File: src/rtl/revo_pkg.sv
package revo_pkg;

	typedef logic [15:0] revo_length_t; // Bunch slots per revolution
	typedef logic [7:0]  divide_t;      // Clock cycles per bunch slot
	typedef logic [15:0] revo_count_t;
	typedef logic [1:0]  cfg_addr_t;
	typedef logic [15:0] cfg_data_t;

	localparam cfg_addr_t ADDR_LENGTH  = 2'd0;
	localparam cfg_addr_t ADDR_DIVIDE  = 2'd1;
	localparam cfg_addr_t ADDR_CONTROL = 2'd2;
	localparam cfg_addr_t ADDR_STATUS  = 2'd3; // Read only

	// Bit positions in the control and status words
	localparam int CTRL_ENABLE_BIT = 0;
	localparam int CTRL_CLEAR_BIT  = 1;
	localparam int STAT_ERROR_BIT  = 0;
	localparam int STAT_LOCKED_BIT = 1;

	typedef enum logic [1:0] {
		SEARCH,
		FIRST,
		TRACK
	} decoder_state_t;

endpackage

File: src/rtl/revo_config_regs.sv
`timescale 1ns/1ps

module revo_config_regs import revo_pkg::*; #(
	parameter revo_length_t DEFAULT_REVO_LENGTH = 16'd12,
	parameter divide_t      DEFAULT_DIVIDE      = 8'd4
) (
	input  logic         clock,
	input  logic         rst_n,
	input  logic         cfg_write,
	input  cfg_addr_t    cfg_addr,
	input  cfg_data_t    cfg_data,
	input  logic         period_error,
	input  logic         locked,
	output cfg_data_t    cfg_rdata,
	output revo_length_t revo_length,
	output divide_t      divide,
	output logic         enable,
	output logic         clear
);

	revo_length_t length_wr;
	divide_t      divide_wr;

	// Anything below 2 cannot form a carrier or a revolution
	assign length_wr = (cfg_data < 16'd2) ? 16'd2 : cfg_data;
	assign divide_wr = (cfg_data[7:0] < 8'd2) ? 8'd2 : cfg_data[7:0];

	always_ff @(posedge clock or negedge rst_n) begin
		if (!rst_n) begin
			revo_length <= DEFAULT_REVO_LENGTH;
			divide      <= DEFAULT_DIVIDE;
			enable      <= 1'b0;
			clear       <= 1'b0;
		end else begin
			clear <= 1'b0; // Single cycle pulse
			if (cfg_write) begin
				case (cfg_addr)
					ADDR_LENGTH: revo_length <= length_wr;
					ADDR_DIVIDE: divide <= divide_wr;
					ADDR_CONTROL: begin
						enable <= cfg_data[CTRL_ENABLE_BIT];
						clear  <= cfg_data[CTRL_CLEAR_BIT];
					end
					default: ; // Status ignores writes
				endcase
			end
		end
	end

	always_comb begin
		cfg_rdata = '0;
		case (cfg_addr)
			ADDR_LENGTH:  cfg_rdata = revo_length;
			ADDR_DIVIDE:  cfg_rdata = cfg_data_t'(divide);
			ADDR_CONTROL: cfg_rdata[CTRL_ENABLE_BIT] = enable; // Clear reads back as 0
			ADDR_STATUS: begin
				cfg_rdata[STAT_ERROR_BIT]  = period_error;
				cfg_rdata[STAT_LOCKED_BIT] = locked;
			end
			default: cfg_rdata = '0;
		endcase
	end

endmodule

File: src/rtl/revo_generator.sv
`timescale 1ns/1ps

module revo_generator import revo_pkg::*; (
	input  logic         clock,
	input  logic         rst_n,
	input  logic         enable,
	input  revo_length_t revo_length,
	input  divide_t      divide,
	output logic         bunch_strobe,
	output logic         revo_marker
);

	divide_t      div_count;
	revo_length_t slot_index;
	logic         slot_end;
	logic         revo_end;

	// Greater-or-equal so a smaller value written mid-run still wraps
	assign slot_end = (div_count >= divide - 8'd1);
	assign revo_end = (slot_index >= revo_length - 16'd1);

	// Divider counter restarts from 0 whenever enable drops
	always_ff @(posedge clock or negedge rst_n) begin
		if (!rst_n) begin
			div_count <= '0;
		end else if (!enable) begin
			div_count <= '0;
		end else if (slot_end) begin
			div_count <= '0;
		end else begin
			div_count <= div_count + 8'd1;
		end
	end

	// Slot index advances on the last cycle of each slot
	always_ff @(posedge clock or negedge rst_n) begin
		if (!rst_n) begin
			slot_index <= '0;
		end else if (!enable) begin
			slot_index <= '0;
		end else if (slot_end) begin
			if (revo_end)
				slot_index <= '0;
			else
				slot_index <= slot_index + 16'd1;
		end
	end

	// Strobe marks the first cycle of every slot
	assign bunch_strobe = enable && (div_count == '0);
	assign revo_marker  = enable && (slot_index == '0); // Whole of slot 0

endmodule

File: src/rtl/revo_encoder.sv
`timescale 1ns/1ps

module revo_encoder (
	input  logic clock,
	input  logic rst_n,
	input  logic bunch_strobe,
	input  logic revo_marker,
	output logic line_clk,
	output logic line_trg
);

	logic carrier_next;

	assign carrier_next = ~line_clk;

	// Carrier toggles once per bunch slot
	always_ff @(posedge clock or negedge rst_n) begin
		if (!rst_n) begin
			line_clk <= 1'b0;
		end else if (bunch_strobe) begin
			line_clk <= carrier_next;
		end
	end

	// Trigger is the carrier with the marker folded in by XOR.
	// Loading it on the same strobe keeps both lines aligned, so the
	// receiver sees a clean marker with no single-cycle glitch.
	always_ff @(posedge clock or negedge rst_n) begin
		if (!rst_n) begin
			line_trg <= 1'b0;
		end else if (bunch_strobe) begin
			line_trg <= carrier_next ^ revo_marker;
		end
	end

endmodule

File: src/rtl/revo_decoder.sv
`timescale 1ns/1ps

module revo_decoder import revo_pkg::*; (
	input  logic         clock,
	input  logic         rst_n,
	input  logic         clear,
	input  logic         line_clk_in,
	input  logic         line_trg_in,
	input  revo_length_t revo_length,
	output logic         revo_detect,
	output revo_count_t  revo_count,
	output revo_length_t last_period,
	output logic         period_error,
	output logic         locked
);

	decoder_state_t state;
	logic           clk_q, clk_qq;
	logic           trg_q;
	logic           marker_q;
	logic           marker;
	logic           mark_rise;
	logic           slot_edge;
	revo_length_t   slot_count;

	// Input stage
	always_ff @(posedge clock or negedge rst_n) begin
		if (!rst_n) begin
			clk_q  <= 1'b0;
			clk_qq <= 1'b0;
			trg_q  <= 1'b0;
		end else begin
			clk_q  <= line_clk_in;
			clk_qq <= clk_q;
			trg_q  <= line_trg_in;
		end
	end

	assign marker    = clk_q ^ trg_q; // Recovered revolution marker
	assign mark_rise = marker & ~marker_q;
	assign slot_edge = clk_q ^ clk_qq; // One carrier transition per slot
	assign locked    = (state == TRACK);

	always_ff @(posedge clock or negedge rst_n) begin
		if (!rst_n) begin
			state        <= SEARCH;
			marker_q     <= 1'b0;
			revo_detect  <= 1'b0;
			revo_count   <= '0;
			last_period  <= '0;
			slot_count   <= '0;
			period_error <= 1'b0;
		end else if (clear) begin
			state        <= SEARCH;
			marker_q     <= marker;
			revo_detect  <= 1'b0;
			revo_count   <= '0;
			last_period  <= '0;
			slot_count   <= '0;
			period_error <= 1'b0;
		end else begin
			marker_q    <= marker;
			revo_detect <= mark_rise;
			if (mark_rise) begin
				// The mark's own transition opens the next period
				slot_count  <= 16'd1;
				last_period <= slot_count;
				revo_count  <= revo_count + 16'd1;
				case (state)
					SEARCH: state <= FIRST;
					FIRST:  state <= TRACK; // Period since the first mark is not judged
					TRACK: begin
						if (slot_count != revo_length)
							period_error <= 1'b1; // Sticky until clear
					end
					default: state <= SEARCH;
				endcase
			end else if (slot_edge) begin
				slot_count <= slot_count + 16'd1;
			end
		end
	end

endmodule

File: src/rtl/revo_timing_top.sv
`timescale 1ns/1ps

module revo_timing_top import revo_pkg::*; #(
	parameter revo_length_t DEFAULT_REVO_LENGTH = 16'd12,
	parameter divide_t      DEFAULT_DIVIDE      = 8'd4
) (
	input  logic         clock,
	input  logic         rst_n,
	input  logic         cfg_write,
	input  cfg_addr_t    cfg_addr,
	input  cfg_data_t    cfg_data,
	output cfg_data_t    cfg_rdata,
	output logic         line_clk,
	output logic         line_trg,
	input  logic         line_clk_in,
	input  logic         line_trg_in,
	output logic         revo_detect,
	output revo_count_t  revo_count,
	output revo_length_t last_period
);

	revo_length_t revo_length;
	divide_t      divide;
	logic         enable;
	logic         clear;
	logic         period_error;
	logic         locked;
	logic         bunch_strobe;
	logic         revo_marker;

	revo_config_regs #(
		.DEFAULT_REVO_LENGTH(DEFAULT_REVO_LENGTH),
		.DEFAULT_DIVIDE(DEFAULT_DIVIDE)
	) i_revo_config_regs (
		.clock(clock), .rst_n(rst_n),
		.cfg_write(cfg_write), .cfg_addr(cfg_addr), .cfg_data(cfg_data),
		.period_error(period_error), .locked(locked),
		.cfg_rdata(cfg_rdata),
		.revo_length(revo_length), .divide(divide),
		.enable(enable), .clear(clear)
	);

	revo_generator i_revo_generator (
		.clock(clock), .rst_n(rst_n), .enable(enable),
		.revo_length(revo_length), .divide(divide),
		.bunch_strobe(bunch_strobe), .revo_marker(revo_marker)
	);

	// Outgoing pair in the same scheme as clk78 and trg36
	revo_encoder i_revo_encoder (
		.clock(clock), .rst_n(rst_n),
		.bunch_strobe(bunch_strobe), .revo_marker(revo_marker),
		.line_clk(line_clk), .line_trg(line_trg)
	);

	revo_decoder i_revo_decoder (
		.clock(clock), .rst_n(rst_n), .clear(clear),
		.line_clk_in(line_clk_in), .line_trg_in(line_trg_in),
		.revo_length(revo_length),
		.revo_detect(revo_detect), .revo_count(revo_count),
		.last_period(last_period),
		.period_error(period_error), .locked(locked)
	);

endmodule

File: config.mk
export PLATFORM = sky130hd
export DESIGN_NAME = revo_timing_top
export DESIGN_NICKNAME = d
export VERILOG_FILES = /design/src/rtl/revo_pkg.sv /design/src/rtl/revo_config_regs.sv /design/src/rtl/revo_generator.sv /design/src/rtl/revo_encoder.sv /design/src/rtl/revo_decoder.sv /design/src/rtl/revo_timing_top.sv
export SDC_FILE = /design/constraint.sdc
export NUM_CORES = 1
export LEC_CHECK = 0
export BUFFER_PORTS_ARGS = -buffer_cell sky130_fd_sc_hd__buf_4
export CAP_MARGIN = 10
export CORE_MARGIN = 2
export CORE_UTILIZATION = 35
export DETAILED_ROUTE_END_ITERATION = 8
export PLACE_DENSITY_LB_ADDON = 0.12
export SLEW_MARGIN = 20
export SYNTH_ARGS = -nofsm -noshare
export SYNTH_HDL_FRONTEND = slang
export SYNTH_SLANG_ARGS = --single-unit
File: constraint.sdc
create_clock -name clock -period 3.85 [get_ports clock]
set_input_delay 0.77 -clock clock [delete_from_list [all_inputs] [get_ports clock]]
set_output_delay 0.77 -clock clock [all_outputs]
set_load 0.02 [all_outputs]
Word-level counts from Yosys, hierarchy flattened
Index checks and enable logic that the tools add are counted.
W data, S select, Z words.
{"block": "classes", "reduce_logical": 15, "muxes": 27, "bitwise": 6, "add_sub_neg": 6, "n_eq_ne": 8, "n_lt_le_gt_ge": 4}
{"cell": "$mux W16", "count": 11}
{"cell": "$add A16 B1 Y16 const B", "count": 3}
{"cell": "$pmux W14 S2", "count": 1}
{"cell": "$mux W8", "count": 3}
{"cell": "$ge A16 B16 Y1", "count": 1}
{"cell": "$logic_not A16 Y1", "count": 1}
{"cell": "$lt A16 B2 Y1 const B", "count": 1}
{"cell": "$ne A16 B16 Y1", "count": 1}
{"cell": "$sub A16 B1 Y16 const B", "count": 1}
{"cell": "$add A8 B1 Y8 const B", "count": 1}
{"cell": "$ge A8 B8 Y1", "count": 1}
{"cell": "$logic_not A8 Y1", "count": 1}
{"cell": "$lt A8 B2 Y1 const B", "count": 1}
{"cell": "$reduce_and A2 Y1", "count": 4}
{"cell": "$sub A8 B1 Y8 const B", "count": 1}
{"cell": "$mux W1", "count": 7}
{"cell": "$eq A2 B2 Y1 const B", "count": 3}
{"cell": "$pmux W2 S3", "count": 1}
{"cell": "$reduce_bool A2 Y1", "count": 3}
{"cell": "$eq A2 B1 Y1 const B", "count": 2}
{"cell": "$logic_not A2 Y1", "count": 2}
{"cell": "$mux W2", "count": 2}
{"cell": "$pmux W1 S4", "count": 1}
{"cell": "$pmux W1 S3", "count": 1}
{"cell": "8 further kinds", "count": 12}
{"block": "word_totals", "word_cells": 84, "out_inout_bits": 51, "inputBits": 23, "ff_bits": 108}

Longest topological paths before layout
{"block": "logic_depth", "depth_word": 5, "ltp_mapped": 15, "mapped_depth_nobuf": 14}

Cells and area by module
A second synthesis with hierarchy kept.
{"block": "hier_totals", "hier_cells": 629, "area_unflattened_um2": 6223.5}
{"mod": "revo_decoder", "n_inst": 1, "area_per_inst_um2": 2702.6, "seq_area_each_um2": 1401.3, "cells_each": 287}
{"mod": "revo_generator", "n_inst": 1, "area_per_inst_um2": 2185.8, "seq_area_each_um2": 600.6, "cells_each": 241}
{"mod": "revo_config_regs", "n_inst": 1, "area_per_inst_um2": 1252.5, "seq_area_each_um2": 654.4, "cells_each": 96}
{"mod": "revo_encoder", "n_inst": 1, "area_per_inst_um2": 82.6, "seq_area_each_um2": 50.0, "cells_each": 5}

Least setup slack after synthesis
No wires, ideal clock.
{"block": "synth_timing", "path_type": "register to register", "startpoint": "reg i_revo_config_regs.revo_length[0]", "endpoint": "reg i_revo_generator.slot_index[12]", "n_path_buf": 1, "t_arrival_ns": 3.086, "setup_slack_ns": 0.638, "setup_time_ns": 0.126, "path_stages_with_launch": 15, "synth_period_minus_slack_ns": 3.212, "t_required_ns": 3.724, "cell_sequence": "dfrtp_1 -> inv_1 -> ha_1 -> nand3_1 -> or2_2 -> nand2b_1 -> nor4_1 -> xnor2_1 -> ha_1 -> nand3_1 -> or3_1 -> o211ai_2 -> buf_2 -> nor2_1 -> a221o_1"}
{"block": "synth_via", "elab_chain_len": 5}
{"item": "from (decl)", "line": "revo_config_regs.sv:15", "text": "output revo_length_t revo_length,"}
{"item": "from (signal assigned)", "line": "revo_config_regs.sv:38", "text": "ADDR_LENGTH: revo_length <= length_wr;"}
{"item": "$sub A16 B1 Y16", "line": "revo_generator.sv:20", "text": "assign revo_end = (slot_index >= revo_length - 16'd1);"}
{"item": "$ge A16 B16 Y1", "line": "revo_generator.sv:20"}
{"item": "$mux W16", "line": "revo_generator.sv:42", "text": "if (revo_end)"}
{"item": "$mux W16", "line": "revo_generator.sv:41", "text": "end else if (slot_end) begin"}
{"item": "$mux W16", "line": "revo_generator.sv:39", "text": "end else if (!enable) begin"}
{"item": "to (signal assigned)", "line": "revo_generator.sv:45", "text": "slot_index <= slot_index + 16'd1;"}
{"item": "to (decl)", "line": "revo_generator.sv:14", "text": "revo_length_t slot_index;"}
Every way passes these cells. The select of a mux whose other input is x is not followed.
A chain may end at the register's enable or synchronous reset.

Worst setup path after layout
Ends and elaborated chain as after synthesis.

==> parameters.txt <==
Parameter                              Value

Run status
  Run status    complete, no violations

Detailed routing
  DRT iter0 DRCs    220
  Total number of vias    4704
  Number of iterations in the first detailed-routing pass    4
  WL final    15080 µm
  Vias per inst    5.085
  WL per Instance    16.30 µm
  Antenna Nets Post-Route    0
  Detailed-route DRC error count    0

Floorplan
  Die Height    135.4 µm
  Initial cell density of the core    35.32%
  Chip Width    135.4 µm
  # IOs    74
  Site Rows    48
  Die ar.    18340 µm²
  Floorplan Core Area    17120 µm²

Timing
  Share of the clock period used by the worst path after layout    91.67%
  Fin. Hold Viols    0
  Worst hold slack    0.4242 ns
  Achievable frequency    0.2833 GHz
  Sum Neg Setup Slack    0 ns
  Setup skew after layout    0.009671 ns
  Max-slew violation count    0
  Max transition margin    48.44%
  Clock period minus worst slack    3.529 ns
  Count of endpoints failing setup in the final report    0
  Slew of the pin with the lowest slew margin    0.7734 ns
  RSZ-0062 raised after global routing    no

GRT
  GR Overflow Total    0
  Overall Global Routing Usage    17.43%
  Pin count of the biggest net entering global routing    48
  Global-route wire length before repair    25450 µm
  Antenna violations before repair    0
  Via count of the first global-routing pass    4828

Power and ir drop
  Design internal power    2.099 mW
  Portion of total power attributed to the clock network    28.3%
  Leakage power    3.282 nW
  Switching pwr    1.104 mW
  Switching part of the total power    34.47%
  Power after layout    3.203 mW
  Part of the total power dissipated in sequential elements    46.0%
  Logic gate share of total power    25.7%
  Power Density    447.6 nW/µm²
  VDD IR-drop max    0.2293 mV

Synth
  Proportion of register bits with asynchronous set or reset after synthesis    100.0%
  Biggest area consumer among synthesized cells    dfrtp_1
  Top_reg_cell synth    dfrtp_1
  Area share of the leading cell type in the synthesized netlist    43.46%
  Synthesized area divided by synthesized cell count    9.673 µm²
  Post-synth net total    680
  Distinct cell type count of the synthesized netlist    54
  Main area contributors after synthesis    dfrtp_1, xor2_1, ha_1, nand2_1, nor2_1
  Post-synthesis register bit count    108
  Number of synthesized flops with an enable pin    0
  Gate count of the mapped netlist    625
  Post-synth design cell area    6046 µm²
  Number of warnings printed during yosys synthesis    0
  Register area share after synthesis    44.76%

Final layout
  Antenna Cells    0
  Final net count    750
  Final std cells w/o fill    925
  Final core area utilization    41.81%
  Area growth syn-to-layout    18.36%
  Layout cell share with drive strength beyond 1    19.14%

Setup path
  Data arrival time at the worst-slack endpoint    3.77 ns
  Critical register-to-register path startpoint    i_revo_config_regs.revo_length[0]$_DFFE_PN0P_
  Startpoint Class    flip-flop
  Largest incremental delay on the critical path    0.42 ns
  Capture instance of the worst register-to-register path    i_revo_generator.slot_index[12]$_DFFE_PN0P_
  Capture point of the critical path    i_revo_generator.slot_index[12]$_DFFE_PN0P_
  CP Capture Type    flip-flop
  Worst setup path startpoint    i_revo_config_regs.revo_length[0]$_DFFE_PN0P_
  Kind of cell adding the most delay to the critical path    simple AND/OR/NAND/NOR gates
  Crit-path cells    inv_1 -> ha_1 -> nand3_1 -> or2_2 -> nand2b_1 -> nor4_1 -> xnor2_1 -> ha_1 -> nand3_1 -> or3_1 -> o211ai_4 -> nor2_2 -> a221o_1
  Logic depth of the worst register-to-register path    13
  WP data required    4.09 ns
  Critical path buffer and inverter count    1
  Number of cells on the critical path    13
  Kind of critical path    flip-flop to flip-flop
  R2R setup slack    0.32 ns
  Cell type of the slowest stage on the worst timing path    dfrtp_1
  Maximum fanout count along the critical path    11

CTS
  Clock net sink count    108
  # H-tree levels    3
  Total setup buffers inserted after CTS    0
  Clock network latency to the later pin of the worst-skew pair    0.36 ns
  Quantity of gates resized following cts    0
  Post-CTS Hold Buffers    0
  Clock-pin slew of the registers on the worst-case setup and hold paths    0.07 ns
  TritonCTS clock tree    done
  Cts bufs inserted    9
  Buffer levels on the longest clock path    2
  Clock root buffer master    clkbuf_16

Placed design
  Number of port buffers    73
  Placed Instances    909
  Placed wire-length estimate    11240 µm
  Weighted congestion at the end of routability-driven global placement    0.8361

Flow run
  Total of max-cap violations    0

Min path
  Worst min-delay path category    input pin to asynchronous set/reset pin
==> worst min path at each step <==
stage,from,to,cells after the start
floorplan,i_revo_decoder.clk_q$_DFF_PN0_,i_revo_decoder.clk_qq$_DFF_PN0_,0
global placement,i_revo_encoder.line_trg$_DFFE_PN0P_,i_revo_encoder.line_trg$_DFFE_PN0P_,2
detailed placement,i_revo_encoder.line_trg$_DFFE_PN0P_,i_revo_encoder.line_trg$_DFFE_PN0P_,2
CTS,rst_n,i_revo_decoder.revo_count[8]$_DFFE_PN0P_,1
global route,line_trg_in,i_revo_decoder.trg_q$_DFF_PN0_,1
finish,rst_n,i_revo_encoder.line_trg$_DFFE_PN0P_,1
==> cells by family (layout without fill, tap and decap cells) <==
| logic type | Yosys count | count (layout) | share of synthesized area (%) |
|---|---|---|---|
| AO/OA/AOI/OAI | 81 | 81 | 8.278 |
| XOR/XNOR | 75 | 75 | 10.99 |
| adder cells (fa/ha/maj) | 32 | 32 | 6.622 |
| buffers and inverters | 42 | 117 | 2.752 |
| flip-flops | 108 | 108 | 44.76 |
| multiplexers | 28 | 28 | 5.257 |
| AND/OR/NAND/NOR | 259 | 259 | 21.34 |
==> synthesized netlist by cell type, types with 7 or more instances <==
cell type,count
a21oi_1,29
a22o_1,10
and2_1,13
and3_1,11
clkbuf_1,22
dfrtp_1,105
ha_1,32
inv_1,15
mux2_2,20
mux2i_1,7
nand2_1,68
nand3_1,22
nand4_1,15
nor2_1,65
nor2b_1,8
nor3_1,11
nor4_1,16
o21ai_0,23
xnor2_1,27
xor2_1,47
==> worst reg2reg max path, delay by kind of cell, from the launching register on <==
kind / cells / cell delay, ns
flip-flops: 1 / 0.42
adder cells (fa/ha/maj): 2 / 0.52
XOR/XNOR: 1 / 0.11
AO/OA/AOI/OAI: 2 / 0.69
AND/OR/NAND/NOR: 7 / 1.53
buffers and inverters: 1 / 0.15
==> metrics by stage <==
step | setup WS [ns] | cell area, µm²
after floorplan | 0.6376 | 6046
after global placement | 0.2836 | 6863
after detailed placement | 0.1814 | 6863
after CTS | 0.1914 | 7147
after global routing | 0.08139 | 7156
final | 0.3208 | 7156
==> cell usage in the layout, fill, tap and decap left out, types with 5 or more instances in the layout <==
cell type  instances
and3_1            11
ha_1              32
nand4_1           15
nand3_1           22
and2_1            13
nor3_1            11
inv_1             15
buf_4             86
o21ai_0           23
nor4_1            16
mux2_2            20
xor2_1            47
nand2b_1           5
nand2_1           68
a21oi_1           29
a22o_1            10
nor2b_1            8
dfrtp_1          105
clkbuf_16          9
xnor2_1           27
mux2i_1            7
nor2_1            65
==> routing by layer <==
metal / track usage [%] / share of wire, % / vias up
met3: 2.170 / 2.2 / 16
met5: 0 / 0 / -
met4: 5.382 / 1.6 / 0
met1: 24.21 / 49 / 2310
li1: - / - / 2309
met2: 28.54 / 48 / 69
==> flip-flops by register name, summed over array words and instances (netlist names), 2 cells and up <==
| register | cells |
|---|---|
| i_revo_decoder.state | 2 |
| i_revo_decoder.revo_count | 16 |
| i_revo_config_regs.revo_length | 16 |
| i_revo_config_regs.divide | 8 |
| i_revo_decoder.last_period | 16 |
| i_revo_decoder.slot_count | 16 |
| i_revo_generator.div_count | 8 |
| i_revo_generator.slot_index | 16 |
==> power groups by stage <==
stage | logic (mW) | registers (mW) | clock network, mW
after floorplan | 0.512 | 1.46 | 0
final | 0.823 | 1.47 | 0.908
after global routing | 0.932 | 1.50 | 0.981
after CTS | 0.836 | 1.48 | 0.939
after global placement | 0.811 | 1.49 | 0
after detailed placement | 0.833 | 1.50 | 0
==> final cells by class <==
type | instances | area, µm²
flip-flops and latches | 108 | 2706
multi-input cells | 475 | 3182
well taps | 225 | 281.5
clock buffers | 10 | 229.0
clock inverters | 6 | 55.05
inverters | 15 | 56.30
fillers | 1716 | 9961
repair buffers | 86 | 645.6
No activity file was read; power rests on OpenSTA's default activity.
